$ cat src/verilog/mul_pkg.sv
`default_nettype none

package mul_pkg;

  ////////////////////////////////////////////////////////////
  // Sizing
  ////////////////////////////////////////////////////////////

  // Response tag width
  localparam int unsigned MUL_TAG_W       = 4;
  // Operand queue depth, also the upstream credit count after reset
  localparam int unsigned MUL_QUEUE_DEPTH = 4;
  localparam int unsigned MUL_QUEUE_PTR_W = $clog2(MUL_QUEUE_DEPTH);
  // Response credits owned by the unit after reset
  localparam int unsigned MUL_RSP_CREDITS = 2;
  // Wide enough for a full queue count and the credit counter
  localparam int unsigned MUL_CREDIT_W    = 3;

  ////////////////////////////////////////////////////////////
  // Encodings
  ////////////////////////////////////////////////////////////

  // External function code, low bits of the RISC-V funct3
  typedef enum logic [1:0] {
    MUL    = 2'd0,
    MULH   = 2'd1,
    MULHSU = 2'd2,
    MULHU  = 2'd3
  } mul_funct_e;

  // Internal opcode seen by the core
  typedef enum logic {
    MUL_M32 = 1'b0,
    MUL_H   = 1'b1
  } mul_opcode_e;

  // High product step machine
  typedef enum logic [2:0] {
    IDLE_MULT = 3'd0,
    STEP0     = 3'd1,
    STEP1     = 3'd2,
    STEP2     = 3'd3,
    FINISH    = 3'd4
  } mult_state_e;

  ////////////////////////////////////////////////////////////
  // Payloads
  ////////////////////////////////////////////////////////////

  // Request from outside, 70 bits
  typedef struct packed {
    mul_funct_e           funct;
    logic [31:0]          op_a;
    logic [31:0]          op_b;
    logic [MUL_TAG_W-1:0] tag;
  } mul_req_t;

  // Decoded head entry, 71 bits
  typedef struct packed {
    mul_opcode_e          opcode;
    logic [1:0]           op_signed;  // bit 0 for A, bit 1 for B
    logic [31:0]          op_a;
    logic [31:0]          op_b;
    logic [MUL_TAG_W-1:0] tag;
  } mul_issue_t;

  // Response to outside, 36 bits
  typedef struct packed {
    logic [MUL_TAG_W-1:0] tag;
    logic [31:0]          result;
  } mul_rsp_t;

endpackage

`default_nettype wire

$ cat src/verilog/mul_core.sv
`timescale 1ns/1ps
`default_nettype none

module mul_core import mul_pkg::*; (
  input  logic       clk,
  input  logic       rst_n,
  // Head entry from the queue, stable until done
  input  mul_issue_t issue_i,
  input  logic       issue_valid_i,
  // Result towards writeback
  output mul_rsp_t   result_o,
  output logic       result_valid_o,
  input  logic       wb_ready_i,
  output logic       done_o
);

  ////////////////////////////////////////////////////////////
  // Subword multiplier
  ////////////////////////////////////////////////////////////

  logic [16:0] sub_op_a;
  logic [16:0] sub_op_b;
  logic [32:0] sub_corr;
  logic [33:0] sub_mul;
  logic [33:0] sub_mac;
  logic [33:0] sub_result;

  logic [4:0]  step_imm;
  logic [1:0]  step_subword;
  logic [1:0]  step_signed;
  logic        step_arith;
  logic        step_save;
  logic        step_clear;
  logic        psum_load;

  mult_state_e state_q;
  mult_state_e state_d;
  logic        carry_q;
  logic [31:0] psum_q;
  logic [31:0] int_result;

  // Half select, bit 0 picks A high, bit 1 picks B high
  assign sub_op_a[15:0] = step_subword[0] ? issue_i.op_a[31:16] : issue_i.op_a[15:0];
  assign sub_op_b[15:0] = step_subword[1] ? issue_i.op_b[31:16] : issue_i.op_b[15:0];
  // Sign extension only for a signed upper half
  assign sub_op_a[16]   = step_signed[0] & sub_op_a[15];
  assign sub_op_b[16]   = step_signed[1] & sub_op_b[15];

  // Correction term, nothing to add on the first step
  assign sub_corr   = (state_q == STEP0) ? '0 : {carry_q, psum_q};

  assign sub_mul    = $signed(sub_op_a) * $signed(sub_op_b);
  assign sub_mac    = $signed(sub_corr) + $signed(sub_mul);
  // Top two bits only kept as sign when the step is arithmetic
  assign sub_result = $signed({step_arith & sub_mac[33], step_arith & sub_mac[32],
                               sub_mac[31:0]}) >>> step_imm;

  ////////////////////////////////////////////////////////////
  // Step machine
  ////////////////////////////////////////////////////////////

  always_comb begin
    state_d        = state_q;
    step_imm       = 5'd0;
    step_subword   = 2'b00;
    step_signed    = 2'b00;
    step_arith     = 1'b0;
    step_save      = 1'b0;
    step_clear     = 1'b0;
    psum_load      = 1'b0;
    result_valid_o = 1'b0;
    case (state_q)
      IDLE_MULT: begin
        // Low product is ready straight away
        if (issue_valid_i) begin
          if (issue_i.opcode == MUL_M32) begin
            result_valid_o = 1'b1;
          end else begin
            state_d = STEP0;
          end
        end
      end
      STEP0: begin
        // AL*BL, unsigned and never overflows
        step_imm  = 5'd16;
        psum_load = 1'b1;
        state_d   = STEP1;
      end
      STEP1: begin
        // AL*BH, signed by B, carry kept as the 33rd bit
        step_signed  = {issue_i.op_signed[1], 1'b0};
        step_subword = 2'b10;
        step_arith   = 1'b1;
        step_save    = 1'b1;
        psum_load    = 1'b1;
        state_d      = STEP2;
      end
      STEP2: begin
        // AH*BL, signed by A
        step_signed  = {1'b0, issue_i.op_signed[0]};
        step_subword = 2'b01;
        step_imm     = 5'd16;
        step_arith   = 1'b1;
        // Upper bits shift back in, carry no longer needed
        step_save    = 1'b1;
        step_clear   = 1'b1;
        psum_load    = 1'b1;
        state_d      = FINISH;
      end
      FINISH: begin
        // AH*BH, held until writeback has a credit
        step_signed    = issue_i.op_signed;
        step_subword   = 2'b11;
        result_valid_o = 1'b1;
        if (wb_ready_i) begin
          state_d = IDLE_MULT;
        end
      end
      default: begin
        state_d = IDLE_MULT;
      end
    endcase
  end

  always_ff @(posedge clk or negedge rst_n) begin
    if (!rst_n) begin
      state_q <= IDLE_MULT;
      carry_q <= 1'b0;
    end else begin
      state_q <= state_d;
      if (step_save) begin
        carry_q <= ~step_clear & sub_mac[32];
      end else if (done_o) begin
        carry_q <= 1'b0;
      end
    end
  end

  // Running partial sum between steps
  always_ff @(posedge clk) begin
    if (psum_load) begin
      psum_q <= sub_result[31:0];
    end
  end

  ////////////////////////////////////////////////////////////
  // Result select
  ////////////////////////////////////////////////////////////

  // Low word is the same for any operand signedness
  assign int_result = $signed(issue_i.op_a) * $signed(issue_i.op_b);

  always_comb begin
    result_o.tag = issue_i.tag;
    if (issue_i.opcode == MUL_M32) begin
      result_o.result = int_result;
    end else begin
      result_o.result = sub_result[31:0];
    end
  end

  // Handoff to writeback retires the head
  assign done_o = result_valid_o & wb_ready_i;

endmodule

`default_nettype wire

$ cat src/verilog/mul_operand_queue.sv
`timescale 1ns/1ps
`default_nettype none

module mul_operand_queue import mul_pkg::*; (
  input  logic       clk,
  input  logic       rst_n,
  // Request side, credit based
  input  logic       req_valid_i,
  input  mul_req_t   req_i,
  output logic       req_credit_o,
  // Head entry towards the core
  output mul_issue_t issue_o,
  output logic       issue_valid_o,
  input  logic       done_i
);

  mul_req_t                   mem_q [MUL_QUEUE_DEPTH];
  logic [MUL_QUEUE_PTR_W-1:0] wr_ptr_q;
  logic [MUL_QUEUE_PTR_W-1:0] rd_ptr_q;
  logic [MUL_CREDIT_W-1:0]    count_q;
  logic                       push;
  logic                       pop;
  mul_req_t                   head;

  // Upstream holds credits, full check only guards the storage
  assign push = req_valid_i && (count_q != MUL_CREDIT_W'(MUL_QUEUE_DEPTH));
  // Core signals done only while the head is valid
  assign pop  = done_i && (count_q != '0);

  // Circular pointer advance
  function automatic logic [MUL_QUEUE_PTR_W-1:0] ptr_next(
    input logic [MUL_QUEUE_PTR_W-1:0] ptr
  );
    if (ptr == MUL_QUEUE_PTR_W'(MUL_QUEUE_DEPTH - 1)) begin
      return '0;
    end
    return ptr + 1'b1;
  endfunction

  ////////////////////////////////////////////////////////////
  // Storage and pointers
  ////////////////////////////////////////////////////////////

  always_ff @(posedge clk) begin
    if (push) begin
      mem_q[wr_ptr_q] <= req_i;
    end
  end

  always_ff @(posedge clk or negedge rst_n) begin
    if (!rst_n) begin
      wr_ptr_q     <= '0;
      rd_ptr_q     <= '0;
      count_q      <= '0;
      req_credit_o <= 1'b0;
    end else begin
      if (push) begin
        wr_ptr_q <= ptr_next(wr_ptr_q);
      end
      if (pop) begin
        rd_ptr_q <= ptr_next(rd_ptr_q);
      end
      case ({push, pop})
        2'b10:   count_q <= count_q + 1'b1;
        2'b01:   count_q <= count_q - 1'b1;
        default: count_q <= count_q;
      endcase
      // One credit back per retired entry
      req_credit_o <= pop;
    end
  end

  ////////////////////////////////////////////////////////////
  // Head decode
  ////////////////////////////////////////////////////////////

  assign head          = mem_q[rd_ptr_q];
  assign issue_valid_o = (count_q != '0);

  always_comb begin
    issue_o.op_a = head.op_a;
    issue_o.op_b = head.op_b;
    issue_o.tag  = head.tag;
    case (head.funct)
      MUL: begin
        issue_o.opcode    = MUL_M32;
        issue_o.op_signed = 2'b00;
      end
      MULH: begin
        issue_o.opcode    = MUL_H;
        issue_o.op_signed = 2'b11;
      end
      // A signed, B unsigned
      MULHSU: begin
        issue_o.opcode    = MUL_H;
        issue_o.op_signed = 2'b01;
      end
      default: begin
        issue_o.opcode    = MUL_H;
        issue_o.op_signed = 2'b00;
      end
    endcase
  end

endmodule

`default_nettype wire

$ cat src/verilog/mul_unit_top.sv
`timescale 1ns/1ps
`default_nettype none

module mul_unit_top import mul_pkg::*; (
  input  logic     clk,
  input  logic     rst_n,
  // Requests in
  input  logic     req_valid_i,
  input  mul_req_t req_i,
  output logic     req_credit_o,
  // Responses out
  output mul_rsp_t rsp_o,
  output logic     rsp_valid_o,
  input  logic     rsp_credit_i
);

  // Queue to core
  mul_issue_t issue;
  logic       issue_valid;
  logic       done;
  // Core to writeback
  mul_rsp_t   result;
  logic       result_valid;
  logic       wb_ready;

  mul_operand_queue mul_operand_queue_i (
    .clk           (clk),
    .rst_n         (rst_n),
    .req_valid_i   (req_valid_i),
    .req_i         (req_i),
    .req_credit_o  (req_credit_o),
    .issue_o       (issue),
    .issue_valid_o (issue_valid),
    .done_i        (done)
  );

  mul_core mul_core_i (
    .clk            (clk),
    .rst_n          (rst_n),
    .issue_i        (issue),
    .issue_valid_i  (issue_valid),
    .result_o       (result),
    .result_valid_o (result_valid),
    .wb_ready_i     (wb_ready),
    .done_o         (done)
  );

  mul_writeback mul_writeback_i (
    .clk            (clk),
    .rst_n          (rst_n),
    .result_i       (result),
    .result_valid_i (result_valid),
    .wb_ready_o     (wb_ready),
    .rsp_o          (rsp_o),
    .rsp_valid_o    (rsp_valid_o),
    .rsp_credit_i   (rsp_credit_i)
  );

endmodule

`default_nettype wire

$ cat src/verilog/mul_writeback.sv
`timescale 1ns/1ps
`default_nettype none

module mul_writeback import mul_pkg::*; (
  input  logic     clk,
  input  logic     rst_n,
  // From the core
  input  mul_rsp_t result_i,
  input  logic     result_valid_i,
  output logic     wb_ready_o,
  // Response side, credit based
  output mul_rsp_t rsp_o,
  output logic     rsp_valid_o,
  input  logic     rsp_credit_i
);

  logic [MUL_CREDIT_W-1:0] credit_q;
  logic                    handoff;

  // Accept only while a response credit is left
  assign wb_ready_o = (credit_q != '0);
  assign handoff    = result_valid_i && wb_ready_o;

  ////////////////////////////////////////////////////////////
  // Output register
  ////////////////////////////////////////////////////////////

  always_ff @(posedge clk) begin
    if (handoff) begin
      rsp_o <= result_i;
    end
  end

  always_ff @(posedge clk or negedge rst_n) begin
    if (!rst_n) begin
      rsp_valid_o <= 1'b0;
    end else begin
      // One cycle pulse per response
      rsp_valid_o <= handoff;
    end
  end

  ////////////////////////////////////////////////////////////
  // Response credits
  ////////////////////////////////////////////////////////////

  // Spent at handoff, one per rsp_valid_o pulse that follows
  // so back to back handoffs never overdraw
  always_ff @(posedge clk or negedge rst_n) begin
    if (!rst_n) begin
      credit_q <= MUL_CREDIT_W'(MUL_RSP_CREDITS);
    end else begin
      case ({handoff, rsp_credit_i})
        2'b10:   credit_q <= credit_q - 1'b1;
        2'b01:   credit_q <= credit_q + 1'b1;
        default: credit_q <= credit_q;
      endcase
    end
  end

endmodule

`default_nettype wire
$ cat config.mk
export PLATFORM = sky130hd
export DESIGN_NAME = mul_unit_top
export DESIGN_NICKNAME = d
export VERILOG_FILES = /design/src/verilog/mul_pkg.sv /design/src/verilog/mul_core.sv /design/src/verilog/mul_operand_queue.sv /design/src/verilog/mul_unit_top.sv /design/src/verilog/mul_writeback.sv
export SDC_FILE = /design/constraint.sdc
export NUM_CORES = 2
export LEC_CHECK = 0
export BUFFER_PORTS_ARGS = -buffer_cell sky130_fd_sc_hd__buf_2
export CORE_UTILIZATION = 45
export DETAILED_ROUTE_END_ITERATION = 10
export GPL_ROUTABILITY_DRIVEN = 0
export GPL_TIMING_DRIVEN = 0
export PLACE_DENSITY_LB_ADDON = 0.15
export SKIP_CTS_REPAIR_TIMING = 1
export SLEW_MARGIN = 40
export SYNTH_ARGS = -nofsm -noshare
export SYNTH_HDL_FRONTEND = slang
export SYNTH_HIERARCHICAL = 1
export SYNTH_SLANG_ARGS = --single-unit
export TNS_END_PERCENT = 5
$ cat constraint.sdc
create_clock -name clk -period 9.21 [get_ports clk]
set_input_delay 1.842 -clock clk [delete_from_list [all_inputs] [get_ports clk]]
set_output_delay 1.842 -clock clk [all_outputs]
set_load 0.01 [all_outputs]
=== Yosys cells after proc, flatten, opt, wreduce, memory -nomap -nowiden ===
Memory sizes are Yosys's and may differ from the RTL's.
Cells that the tools add are included.

* Register bits after elaboration: 84
* Bits in writable memories: 280
* Output and inout port bits: 38
* Memories: 1

{| class="wikitable"
|+ Memories
! name !! depth !! bits a word !! rd ports !! clocked after Yosys merged registers in !! write ports !! RTL line !! source
|-
| mul_operand_queue_i.mem_q || 4 || 70 || 1 || 0 || 1 || mul_operand_queue.sv:17 || <nowiki>mul_req_t mem_q [MUL_QUEUE_DEPTH];</nowiki>
|}

* $add $sub $neg: 7
* Multipliers: 2
* Eq/ne operators: 16
* Shift operators: 1
* Multiplexer cells: 32
* Bitwise operators: 7
* Reductions and logical operators: 14

{| class="wikitable"
|+ Operator list
! operator !! count
|-
| $add A33 B34 Y34 || 1
|-
| $mul A17 B17 Y34 || 1
|-
| $sshr A34 B5 Y32 || 1
|-
| $mux W33 || 1
|-
| $mul A32 B32 Y32 || 1
|-
| $mux W16 || 2
|-
| $mux W32 || 1
|-
| $pmux W3 S5 || 1
|-
| $mux W1 || 13
|-
| $pmux W2 S3 || 2
|-
| $pmux W3 S2 || 2
|-
| $eq A2 B2 Y1 const B || 5
|-
| $mux W3 || 3
|-
| $pmux W3 S3 || 1
|-
| $mux W2 || 4
|-
| $add A3 B1 Y3 const B || 2
|-
| $and A1 B1 Y1 || 6
|-
| $eq A2 B1 Y1 const B || 3
|-
| $eq A3 B2 Y1 const B || 2
|-
| $reduce_bool A2 Y1 || 3
|-
| $reduce_bool A3 Y1 || 2
|-
| $sub A3 B1 Y3 const B || 2
|-
| $mux W5 || 1
|-
| $add A2 B1 Y2 const B || 2
|-
| other kinds (13) || 17
|}

=== Depth between registers and ports, before layout ===
An unclocked memory read counts as a cell.

* Word-level depth: 10
* Mapped depth: 34
* Mapped depth without buffers: 29

=== Hierarchy ===
The synthesis kept the hierarchy.

{| class="wikitable"
|+ By module, submodules not included
! module !! instances !! cells each !! area an instance (um^2) !! sequential area each (um^2)
|-
| mul_core || 1 || 3,555 || 31,082.3 || 1,061.0
|-
| mul_operand_queue || 1 || 412 || 10,681.5 || 8,608.3
|-
| mul_writeback || 1 || 51 || 1,281.2 || 1,182.4
|}

=== Least setup slack after synthesis ===
OpenSTA, ideal clock, no wires.

* Path kind: register to register
* From: register mul_core_i.state_q[0]
* To: register, netlist name mul_writeback_i/rsp_o[28]
* Arrival time: 8.534 ns
* Slack: 0.417 ns
* Stages on the path, launching flop included: 31
* Period minus slack after synthesis: 8.793 ns
* Path through: dfrtp_1 clkbuf_1 nor2b_1 clkbuf_1 a22oi_1 buf_2 or2_2 nor2_1 inv_1 fa_1 inv_1 fa_1 inv_1 fa_1 fa_1 inv_1 fa_1 inv_1 fa_1 inv_1 ha_1 a21o_1 a2111oi_0 a21bo_2 o2bb2ai_1 and3_1 o21ai_1 o31a_2 buf_6 nand3_1 mux2_2

{| class="wikitable"
|+ RTL lines
! what !! RTL line !! source
|-
| from (decl) || mul_core.sv:36 || <nowiki>mult_state_e state_q;</nowiki>
|-
| from (signal assigned) || mul_core.sv:130 || <nowiki>state_q <= state_d;</nowiki>
|}

==> metrics.cfg <==
[critical_path]
end_kind=flip-flop
setup.worst_path.start_class=flip-flop
r2r_cells=30
cp_common_cell=fa_1
slowest_delay_ns=0.70
crit_type=reg2reg
required_ns=9.57
rr_startpoint=mul_operand_queue_i/rd_ptr_q[0]$_DFFE_PN0P_
regToRegSetupSlack_ns=0.30
path_max_fanout=10
endpoint=mul_writeback_i/rsp_o[31]$_DFFE_PP_
crit_slowest_cell=mux4_2
r2r_end=mul_writeback_i/rsp_o[31]$_DFFE_PP_
cp.arrival_ns=9.27
worstSetupStartpoint=mul_operand_queue_i/rd_ptr_q[0]$_DFFE_PN0P_

[drt]
vias_per_cell=5.24
drt_wl_total_um=124000
postRouteAntennaNets=0
drc=0
drtIter0Drc=2187
vias=28700
drt-wirelength-per-cell_um=22.7
dr.pass1.iters=6

[clock_network]
cts_inserted_buffers=41
cts.htree.levels=2
clk_pin_slew_ns=0.06
cts.sinks=364
worstSkewPairLatency_ns=0.65
cts_root_buf=clkbuf_16
cts_buffer_depth=3
tritoncts=yes

[yosys]
synthesis.area_um2=43000
async_flop_share_pct=4.40
yosysTopAreaCell=fa_1
yosysWarnings=6
synth.top_cell.area_share_pct=34.8
syn_avg_cell_area_um2=10.7
ys_seq_elements=364
syn_inst=4018
ys_top_cells_by_area=fa_1 35%, edfxtp_1 24%, inv_1 8.2%
synth_edf_count=348
ys_types=76
synthFlopType=edfxtp_1
seq_area_frac_synth_pct=25.2
syn_nets=5102

[sta]
fmax_mhz=112
maxSlewViolCount=0
layout_setup_ws_ns=0.301
fin_skew_ns=0.0595
fin_crit_ns=8.91
max_slew_margin_pct=38.1
tightest_slew_ns=0.910
min_period_over_period_pct=96.7
setup_viol=0
tns_ns=0
finalHoldViolCount=0

[global_routing]
use_met1_pct=36.1
grt_pass1_wl_um=190000
use_met3_pct=6.01
grtUsageTotal_pct=26.7
grt-busiest-layer=met2
grt_max_degree=38
grt_pass1_vias=30400
antenna_found_initial=16
overflow=0
globalRouteMet2Util_pct=42.7

[die]
initial_utilization_pct=45.4
die_w_um=311
die_h_um=311
die_area_um2=96900
ioPinCount=112
rows=113
core_area_um2=94900

[min_path]
hold_path_class=reg2reg
min_path_cells=1

[layout]
syn_to_final_growth_pct=9.32
final_common_cell=inv_1
mostFrequentLayoutCells=941 x inv_1, 749 x fa_1, 612 x nand2_1
drive_gt1_share_pct=11.3
nNetsFinal=5261

[placed_design]
numPortBuffers=111
post-dp-hpwl_um=102000
pre_cts_slack_ns=-0.730

[run]
maxCapViolations=0

[status]
outcome=complete, no violations

-- routing by layer --
| metal | share of wire [%] | vias up |
|---|---|---|
| met5 | 0.073 | - |
| met4 | 3.7 | 14 |
| met2 | 46 | 995 |
| met3 | 8.2 | 197 |
| met1 | 42 | 14900 |
| li1 | - | 12600 |
-- registers in the layout, summed over array words and instances, names as in the netlist --
signal	count
mul_core_i/carry_q	1
mul_core_i/psum_q	32
mul_core_i/state_q	3
mul_operand_queue_i/count_q	3
mul_operand_queue_i/mem_q	280
mul_operand_queue_i/rd_ptr_q	2
mul_operand_queue_i/req_credit_o	1
mul_operand_queue_i/wr_ptr_q	2
mul_writeback_i/credit_q	3
mul_writeback_i/rsp_o	36
mul_writeback_i/rsp_valid_o	1
-- how the worst min path moves through the flow --
stage                                            start                                       to
6_report       mul_writeback_i/credit_q[2]$_DFFE_PN0P_  mul_writeback_i/credit_q[2]$_DFFE_PN0P_
4_1_cts        mul_writeback_i/credit_q[2]$_DFFE_PN0P_  mul_writeback_i/credit_q[2]$_DFFE_PN0P_
5_1_grt        mul_writeback_i/credit_q[2]$_DFFE_PN0P_  mul_writeback_i/credit_q[2]$_DFFE_PN0P_
3_5_place_dp   mul_writeback_i/credit_q[2]$_DFFE_PN0P_  mul_writeback_i/credit_q[2]$_DFFE_PN0P_
3_3_place_gp   mul_writeback_i/credit_q[2]$_DFFE_PN0P_  mul_writeback_i/credit_q[2]$_DFFE_PN0P_
2_1_floorplan  mul_writeback_i/credit_q[2]$_DFFE_PN0P_  mul_writeback_i/credit_q[2]$_DFFE_PN0P_
-- kinds of logic (layout without fill, tap and decap cells) --
family,Yosys count,in the layout,share of synthesized area (%)
xor+xnor,131,131,2.67
fa+ha+maj,1010,1010,42.4
compound gates,208,208,3.23
mux,162,162,5.98
buf+inv,1123,1314,10.2
other cells,0,4,0
simple gates,1020,1020,10.3
flops,364,364,25.2
-- stage by stage --
step	area, µm²	util (%)	std cells	hold WS [ns]
2_1_floorplan	43000	-	4018	0.443
3_3_place_gp	45200	47.6	5394	0.457
3_5_place_dp	45500	48.0	5407	0.461
4_1_cts	46800	49.3	5482	0.468
5_1_grt	47000	49.6	5475	0.483
6_report	47100	49.6	5478	0.472
-- area by class of cell --
cell class | count | area, µm²
Buffer | 163 | 916
Antenna cell | 4 | 10.0
Inverter | 944 | 3550
Clock inverter | 23 | 199
Sequential cell | 364 | 10900
Timing Repair Buffer | 132 | 852
Fill cell | 8846 | 47800
Multi-Input combinational cell | 2531 | 28000
Clock buffer | 52 | 1070
Tap cell | 1265 | 1580
-- cell usage after synthesis, types with 18 or more instances --
| cell type | number |
|---|---|
| and2_1 | 173 |
| nor2_1 | 158 |
| xnor2_1 | 98 |
| a21o_1 | 29 |
| ha_1 | 261 |
| mux4_2 | 69 |
| fa_1 | 749 |
| inv_1 | 942 |
| a21oi_1 | 45 |
| xor2_1 | 33 |
| edfxtp_1 | 348 |
| mux2i_1 | 33 |
| nand3_1 | 18 |
| mux2_2 | 59 |
| o21ai_0 | 46 |
| nand2_1 | 612 |
| clkbuf_1 | 147 |
-- critical path, delay by kind of cell, from the launching register on --
| family | cells | cell delay (ns) |
|---|---|---|
| adders and majority gates | 9 | 4.08 |
| buffers and inverters | 10 | 1.29 |
| AOI/OAI and AO/OA | 5 | 1.15 |
| muxes | 2 | 1.01 |
| and+or+nand+nor | 3 | 0.48 |
| DFF | 1 | 0.39 |
| xor gates and xnor gates | 1 | 0.22 |
Power is left out: the tool's default activity adds up to more than one toggle a clock period on the data nets, which glitch-free logic cannot reach.
